<file path="src/source/pond_pkg.sv">
package pond_pkg;

  localparam int NUM_DIMS = 6;
  localparam int CFG_WIDTH = 16;
  localparam int DATA_WIDTH = 16;
  localparam int MEM_DEPTH = 32;
  localparam int MEM_ADDR_WIDTH = 5;

  // One stored word.
  typedef logic [DATA_WIDTH-1:0] data_t;

  // Ranges, strides, start values, running addresses and the cycle count.
  typedef logic [CFG_WIDTH-1:0] cfg_word_t;

  // One value per loop dimension, dimension 0 in the low bits.
  typedef logic [NUM_DIMS-1:0][CFG_WIDTH-1:0] cfg_vec_t;

  typedef logic [MEM_ADDR_WIDTH-1:0] mem_addr_t;

  // Index of a loop dimension.
  typedef logic [2:0] dim_sel_t;

  // Number of active dimensions.
  typedef logic [3:0] dim_count_t;

endpackage

</file>
<file path="src/source/affine_addr_gen.sv">
module affine_addr_gen
  import pond_pkg::*;
(
  input  logic      clk,
  input  logic      rst_n,
  input  logic      tile_en,
  input  logic      step,
  input  logic      restart,
  input  dim_sel_t  dim_sel,
  input  cfg_word_t start,
  input  cfg_vec_t  strides,
  output cfg_word_t addr
);

  cfg_word_t offset;

  always_ff @(posedge clk or negedge rst_n) begin
    if (!rst_n) begin
      offset <= '0;
    end else if (tile_en && step) begin
      if (restart) begin
        offset <= '0;
      end else begin
        offset <= offset + strides[dim_sel];
      end
    end
  end

  // Wraps at 16 bits.
  assign addr = start + offset;

endmodule

</file>
<file path="src/source/loop_nest.sv">
module loop_nest
  import pond_pkg::*;
(
  input  logic       clk,
  input  logic       rst_n,
  input  logic       tile_en,
  input  logic       step,
  input  dim_count_t dimensionality,
  input  cfg_vec_t   ranges,
  output dim_sel_t   dim_sel,
  output logic       restart
);

  cfg_word_t dim_index [NUM_DIMS];
  logic [NUM_DIMS-1:0] can_step;
  logic found;
  logic advance;
  logic done_q;

  assign advance = tile_en & step;

  // A dimension can still step while it is active and below its range.
  always_comb begin
    for (int i = 0; i < NUM_DIMS; i++) begin
      can_step[i] = (dim_count_t'(i) < dimensionality) && (dim_index[i] != ranges[i]);
    end
  end

  // Lowest steppable dimension wins.
  always_comb begin
    dim_sel = '0;
    found = 1'b0;
    for (int i = NUM_DIMS - 1; i >= 0; i--) begin
      if (can_step[i]) begin
        dim_sel = dim_sel_t'(i);
        found = 1'b1;
      end
    end
  end

  for (genvar i = 0; i < NUM_DIMS; i++) begin : g_dim
    always_ff @(posedge clk or negedge rst_n) begin
      if (!rst_n) begin
        dim_index[i] <= '0;
      end else if (advance && found) begin
        if (dim_sel == dim_sel_t'(i)) begin
          dim_index[i] <= dim_index[i] + 16'd1;
        end else if (dim_sel > dim_sel_t'(i)) begin
          // Inner dimensions wrap when an outer one steps.
          dim_index[i] <= '0;
        end
      end
    end
  end

  // A step with nothing left to advance was the last iteration.
  always_ff @(posedge clk or negedge rst_n) begin
    if (!rst_n) begin
      done_q <= 1'b0;
    end else if (advance && !found) begin
      done_q <= 1'b1;
    end
  end

  assign restart = done_q;

endmodule

</file>
<file path="src/source/pond_memory.sv">
module pond_memory
  import pond_pkg::*;
(
  input  logic      clk,
  input  logic      write_en,
  input  mem_addr_t write_addr,
  input  data_t     write_data,
  input  mem_addr_t read_addr,
  output data_t     read_data
);

  data_t mem [MEM_DEPTH];

  always_ff @(posedge clk) begin
    if (write_en) begin
      mem[write_addr] <= write_data;
    end
  end

  // Read is combinational, so a write shows up the cycle after.
  assign read_data = mem[read_addr];

endmodule

</file>
<file path="src/source/pond_top.sv">
module pond_top
  import pond_pkg::*;
(
  input  logic       clk,
  input  logic       rst_n,
  input  logic       tile_en,
  input  data_t      data_in,
  output data_t      data_out,
  output logic       data_out_valid,
  input  dim_count_t wr_dimensionality,
  input  cfg_vec_t   wr_ranges,
  input  cfg_word_t  wr_addr_start,
  input  cfg_vec_t   wr_addr_strides,
  input  cfg_word_t  wr_sched_start,
  input  cfg_vec_t   wr_sched_strides,
  input  dim_count_t rd_dimensionality,
  input  cfg_vec_t   rd_ranges,
  input  cfg_word_t  rd_addr_start,
  input  cfg_vec_t   rd_addr_strides,
  input  cfg_word_t  rd_sched_start,
  input  cfg_vec_t   rd_sched_strides
);

  cfg_word_t cycle_count;

  dim_sel_t  wr_dim_sel;
  logic      wr_restart;
  cfg_word_t wr_addr;
  logic      write_en;

  dim_sel_t  rd_dim_sel;
  logic      rd_restart;
  cfg_word_t rd_addr;

  // Shared time base that freezes with the tile.
  always_ff @(posedge clk or negedge rst_n) begin
    if (!rst_n) begin
      cycle_count <= '0;
    end else if (tile_en) begin
      cycle_count <= cycle_count + 16'd1;
    end
  end

  // Write port.
  loop_nest wr_loop_nest (
    .clk            (clk),
    .rst_n          (rst_n),
    .tile_en        (tile_en),
    .step           (write_en),
    .dimensionality (wr_dimensionality),
    .ranges         (wr_ranges),
    .dim_sel        (wr_dim_sel),
    .restart        (wr_restart)
  );

  affine_addr_gen wr_addr_gen (
    .clk     (clk),
    .rst_n   (rst_n),
    .tile_en (tile_en),
    .step    (write_en),
    .restart (wr_restart),
    .dim_sel (wr_dim_sel),
    .start   (wr_addr_start),
    .strides (wr_addr_strides),
    .addr    (wr_addr)
  );

  schedule_gen wr_sched_gen (
    .clk           (clk),
    .rst_n         (rst_n),
    .tile_en       (tile_en),
    .cycle_count   (cycle_count),
    .dim_sel       (wr_dim_sel),
    .finished      (wr_restart),
    .sched_start   (wr_sched_start),
    .sched_strides (wr_sched_strides),
    .access        (write_en)
  );

  // Read port.
  loop_nest rd_loop_nest (
    .clk            (clk),
    .rst_n          (rst_n),
    .tile_en        (tile_en),
    .step           (data_out_valid),
    .dimensionality (rd_dimensionality),
    .ranges         (rd_ranges),
    .dim_sel        (rd_dim_sel),
    .restart        (rd_restart)
  );

  affine_addr_gen rd_addr_gen (
    .clk     (clk),
    .rst_n   (rst_n),
    .tile_en (tile_en),
    .step    (data_out_valid),
    .restart (rd_restart),
    .dim_sel (rd_dim_sel),
    .start   (rd_addr_start),
    .strides (rd_addr_strides),
    .addr    (rd_addr)
  );

  schedule_gen rd_sched_gen (
    .clk           (clk),
    .rst_n         (rst_n),
    .tile_en       (tile_en),
    .cycle_count   (cycle_count),
    .dim_sel       (rd_dim_sel),
    .finished      (rd_restart),
    .sched_start   (rd_sched_start),
    .sched_strides (rd_sched_strides),
    .access        (data_out_valid)
  );

  // Only the low address bits reach the 32-word array.
  pond_memory pond_mem (
    .clk        (clk),
    .write_en   (write_en),
    .write_addr (wr_addr[MEM_ADDR_WIDTH-1:0]),
    .write_data (data_in),
    .read_addr  (rd_addr[MEM_ADDR_WIDTH-1:0]),
    .read_data  (data_out)
  );

endmodule

</file>
<file path="src/source/schedule_gen.sv">
module schedule_gen
  import pond_pkg::*;
(
  input  logic      clk,
  input  logic      rst_n,
  input  logic      tile_en,
  input  cfg_word_t cycle_count,
  input  dim_sel_t  dim_sel,
  input  logic      finished,
  input  cfg_word_t sched_start,
  input  cfg_vec_t  sched_strides,
  output logic      access
);

  cfg_word_t sched_cycle;
  logic gate_closed;
  logic gate_open;

  // Finished blocks the very next cycle too, before the flop has latched it.
  assign gate_open = !gate_closed && !finished;

  assign access = tile_en && gate_open && (sched_cycle == cycle_count);

  // Stays closed until reset.
  always_ff @(posedge clk or negedge rst_n) begin
    if (!rst_n) begin
      gate_closed <= 1'b0;
    end else if (tile_en && finished) begin
      gate_closed <= 1'b1;
    end
  end

  // Next scheduled cycle, same affine walk as the address.
  affine_addr_gen u_sched_addr (
    .clk     (clk),
    .rst_n   (rst_n),
    .tile_en (tile_en),
    .step    (access),
    .restart (1'b0),
    .dim_sel (dim_sel),
    .start   (sched_start),
    .strides (sched_strides),
    .addr    (sched_cycle)
  );

endmodule

</file>
<file path="config.mk">
export PLATFORM = sky130hd
export DESIGN_NAME = pond_top
export DESIGN_NICKNAME = d
export VERILOG_FILES = /design/src/source/pond_pkg.sv /design/src/source/affine_addr_gen.sv /design/src/source/loop_nest.sv /design/src/source/pond_memory.sv /design/src/source/pond_top.sv /design/src/source/schedule_gen.sv
export SDC_FILE = /design/constraint.sdc
export NUM_CORES = 1
export LEC_CHECK = 0
export BUFFER_PORTS_ARGS = -buffer_cell sky130_fd_sc_hd__buf_2
export CAP_MARGIN = 20
export CORE_ASPECT_RATIO = 2
export CORE_UTILIZATION = 63
export CTS_CLUSTER_SIZE = 28
export DETAILED_ROUTE_END_ITERATION = 7
export HOLD_SLACK_MARGIN = 0.03
export PLACE_DENSITY = 0.85
export SLEW_MARGIN = 20
export SYNTH_ARGS = -nofsm -noshare
export SYNTH_HDL_FRONTEND = slang
export SYNTH_HIERARCHICAL = 1
export SYNTH_SLANG_ARGS = --single-unit
</file>
<file path="constraint.sdc">
create_clock -name clk -period 10.8 [get_ports clk]
set_clock_uncertainty 0.15 [all_clocks]
set_input_delay 2.16 -clock clk [delete_from_list [all_inputs] [get_ports clk]]
set_output_delay 2.16 -clock clk [all_outputs]
set_load 0.03 [all_outputs]
</file>
==> summary.md <==
| Metric | Value |
|---|---|
| Row cnt | 132 |
| Die area | 0.0665 sq mm |
| Initial antenna violation count | 29 |
| Vias in the first global route | 31100 |
| Post-CTS resize count | 0 |
| Rel. slew slack | 24.6% |
| Worst-path cell chain | buf_2 > ha_1 > inv_1 > fa_1 > nor2b_4 > o31a_1 > o31ai_4 > o21ai_2 > a311oi_2 > xnor2_1 > xor2_1 > nor4_1 > nand4_1 > nor4_2 > buf_2 |
| Setup Buffers After CTS | 0 |
| Leak | 19.2 nW |
| Global-route wire length before repair | 172000 um |
| # IOs | 684 |
| Ys Warns | 6 |
| Period utilization | 75.4% |
| Clk sinks | 766 |
| DR WL/cell | 23.8 um |
| Setup violators final | 0 |
| Dpl ws | 2.52 ns |
| Critical path type | input pin to output port |
| Pin count of the biggest net entering global routing | 142 |
| Part of the power in registers | 51.3% |
| Synth Instances | 3424 |
| Layout cell share with drive strength beyond 1 | 20.6% |
| Endpoint class of the critical path | output port |
| Initial DRC count | 2536 |
| Switching Power | 1.47 mW |
| Crit path launch type | input pin |
| Max-slew violation count | 0 |
| Period minus WS final | 8.14 ns |
| GRT Total Usage | 34.3% |
| Total gr overflow | 0 |
| Core box area | 0.0647 sq mm |
| Critical Path Max Stage Delay | 0.75 ns |
| Dpl hpwl | 83700 um |
| Die height | 364 um |
| DIE WIDTH | 183 um |
| Number of buffers added on ports | 529 |
| DRT antenna net count | 0 |
| H-tree levels | 3 |
| Internal power | 4.74 mW |
| RSZ-0062 raised after global routing | no |
| Cell Pwr Density | 133 mW/mm^2 |
| Worst skew pair latency | 0.61 ns |
| Cell Area, Synth | 0.0412 sq mm |
| Total CTS buffers | 68 |
| Worst-Margin Slew | 1.13 ns |
| Final WL | 116000 um |
| Req. time, crit path | 8.49 ns |
| Max IR drop VDD | 124 uV |
| Root buf cell | clkbuf_16 |
| Vias per inst | 6.42 |
| Crit-path slowest cell | nor4_2 |
| Max_cap viols | 0 |
| Nets | 4690 |
| CTS Hold Bufs | 0 |
| Reg clk slew, reported paths | 0.06 ns |
| Longest Clk Path Bufs | 3 |
| GPL Wtd Cong | 0.953 |
| Vias | 31200 |
| Max frequency | 0.123 GHz |
| Setup TNS | 0 ns |
| CP max FO | 4 |
| Status | finished, final reports clean |
| Switching share of power | 23.6% |
| CTS tree | yes |
| P&R area growth vs syn | 13.5% |
| Clock share of power | 39.6% |
| Starting Density | 63.7% |
| Drt pass-1 iters | 5 |
| Logic pwr share | 9.1% |
| Drc violations | 0 |
| Arr. time, crit path | 5.83 ns |
| Fin. Hold Viols | 0 |
| CP dominant cell by count | buf_2 |
| Mean area per synthesized cell | 12.0 sq um |
| Worst hold path class | flop to flop |
| Fin worst setup slack | 2.66 ns |
path summary, 6_finish.rpt:
path | from | to | slack, ns | depth (start not counted)
worst min register to register | rd_sched_gen/gate_closed | rd_sched_gen/gate_closed | 0.31 | 1
worst min-delay path | rd_sched_gen/gate_closed | rd_sched_gen/gate_closed | 0.31 | 1
worst max register to register | rd_sched_gen/u_sched_addr/offset[0] | rd_loop_nest/dim_index[1] | 4.23 | 19
max in group asynchronous | rst_n | rd_sched_gen/u_sched_addr/offset[14] | 7.58 | 2
min in group asynchronous | rst_n | rd_loop_nest/dim_index[15] | 1.47 | 1
worst max-delay path | rd_sched_start[0] | data_out_valid | 2.66 | 15
metal layers:
layer / track usage (%) / up-vias / share of wire, %
met3: 7.45 / 449 / 7.9
met5: 0 / - / 0.13
met4: 23.7 / 26 / 7.5
met1: 35.1 / 15200 / 33
li1: - / 14000 / -
met2: 61.7 / 1553 / 52
sequential cells by signal, summed over array words and instances, names as in the netlist:
name and count:
wr_sched_gen/gate_closed 1, wr_sched_gen/u_sched_addr/offset 16, cycle_count 16, pond_mem/mem 512
rd_sched_gen/u_sched_addr/offset 16, wr_addr_gen/offset 5, wr_loop_nest/restart 1, rd_loop_nest/restart 1
rd_loop_nest/dim_index 96, rd_sched_gen/gate_closed 1, wr_loop_nest/dim_index 96, rd_addr_gen/offset 5
power groups by stage:
stage | registers [mW] | logic (mW) | clock network [mW]
6_report | 3.18 | 0.564 | 2.45
5_1_grt | 3.19 | 0.603 | 2.61
4_1_cts | 3.18 | 0.558 | 2.48
3_5_place_dp | 3.25 | 0.554 | 0
3_3_place_gp | 3.25 | 0.539 | 0
2_1_floorplan | 3.24 | 0.314 | 0
final cells by class:
cell class | count | area [sq um]
inverters | 57 | 214
clock buffers | 78 | 1790
multi-input cells | 2435 | 18300
clock inverters | 46 | 443
diodes | 19 | 47.5
flip-flops and latches | 766 | 21700
fillers | 4464 | 18000
repair buffers | 594 | 3180
well taps | 871 | 1090
metrics by stage:
step	hold slack, ns	util (%)	total power, mW	area (sq um)	std cells
floorplan	0.279	-	3.55	41300	3434
global placement	0.291	68.7	3.78	44500	4723
detailed placement	0.301	68.7	3.80	44500	4723
CTS	0.318	72.2	6.23	46700	4847
global route	0.342	72.2	6.40	46800	4857
finish	0.315	72.3	6.20	46800	4866
placed cells by master, fill, tap and decap left out, types with 37 or more instances in the layout:
master     count
a21oi_1      155
nor4_1        49
nor2_1       130
nand4_1       86
a22oi_1       65
o21ai_0      148
nand2b_1      37
mux4_2        42
nand3_1      130
a22o_1        78
clkbuf_16     69
xnor2_1      124
nor3_1        41
and3_1        50
buf_4         62
buf_2        528
a21o_1        38
dfrtp_1      254
ha_1          92
o31ai_1       50
edfxtp_1     512
inv_1         52
xor2_1       217
nand2_1      201
mux2i_1      299
critical path, delay by kind of cell:
family          cells  cell delay [ns]
simple gates        4             1.32
fa+ha+maj           2             0.45
compound gates      4             1.05
buf+inv             3             0.60
xor+xnor            2             0.26
No activity file was read; power rests on OpenSTA's default activity.
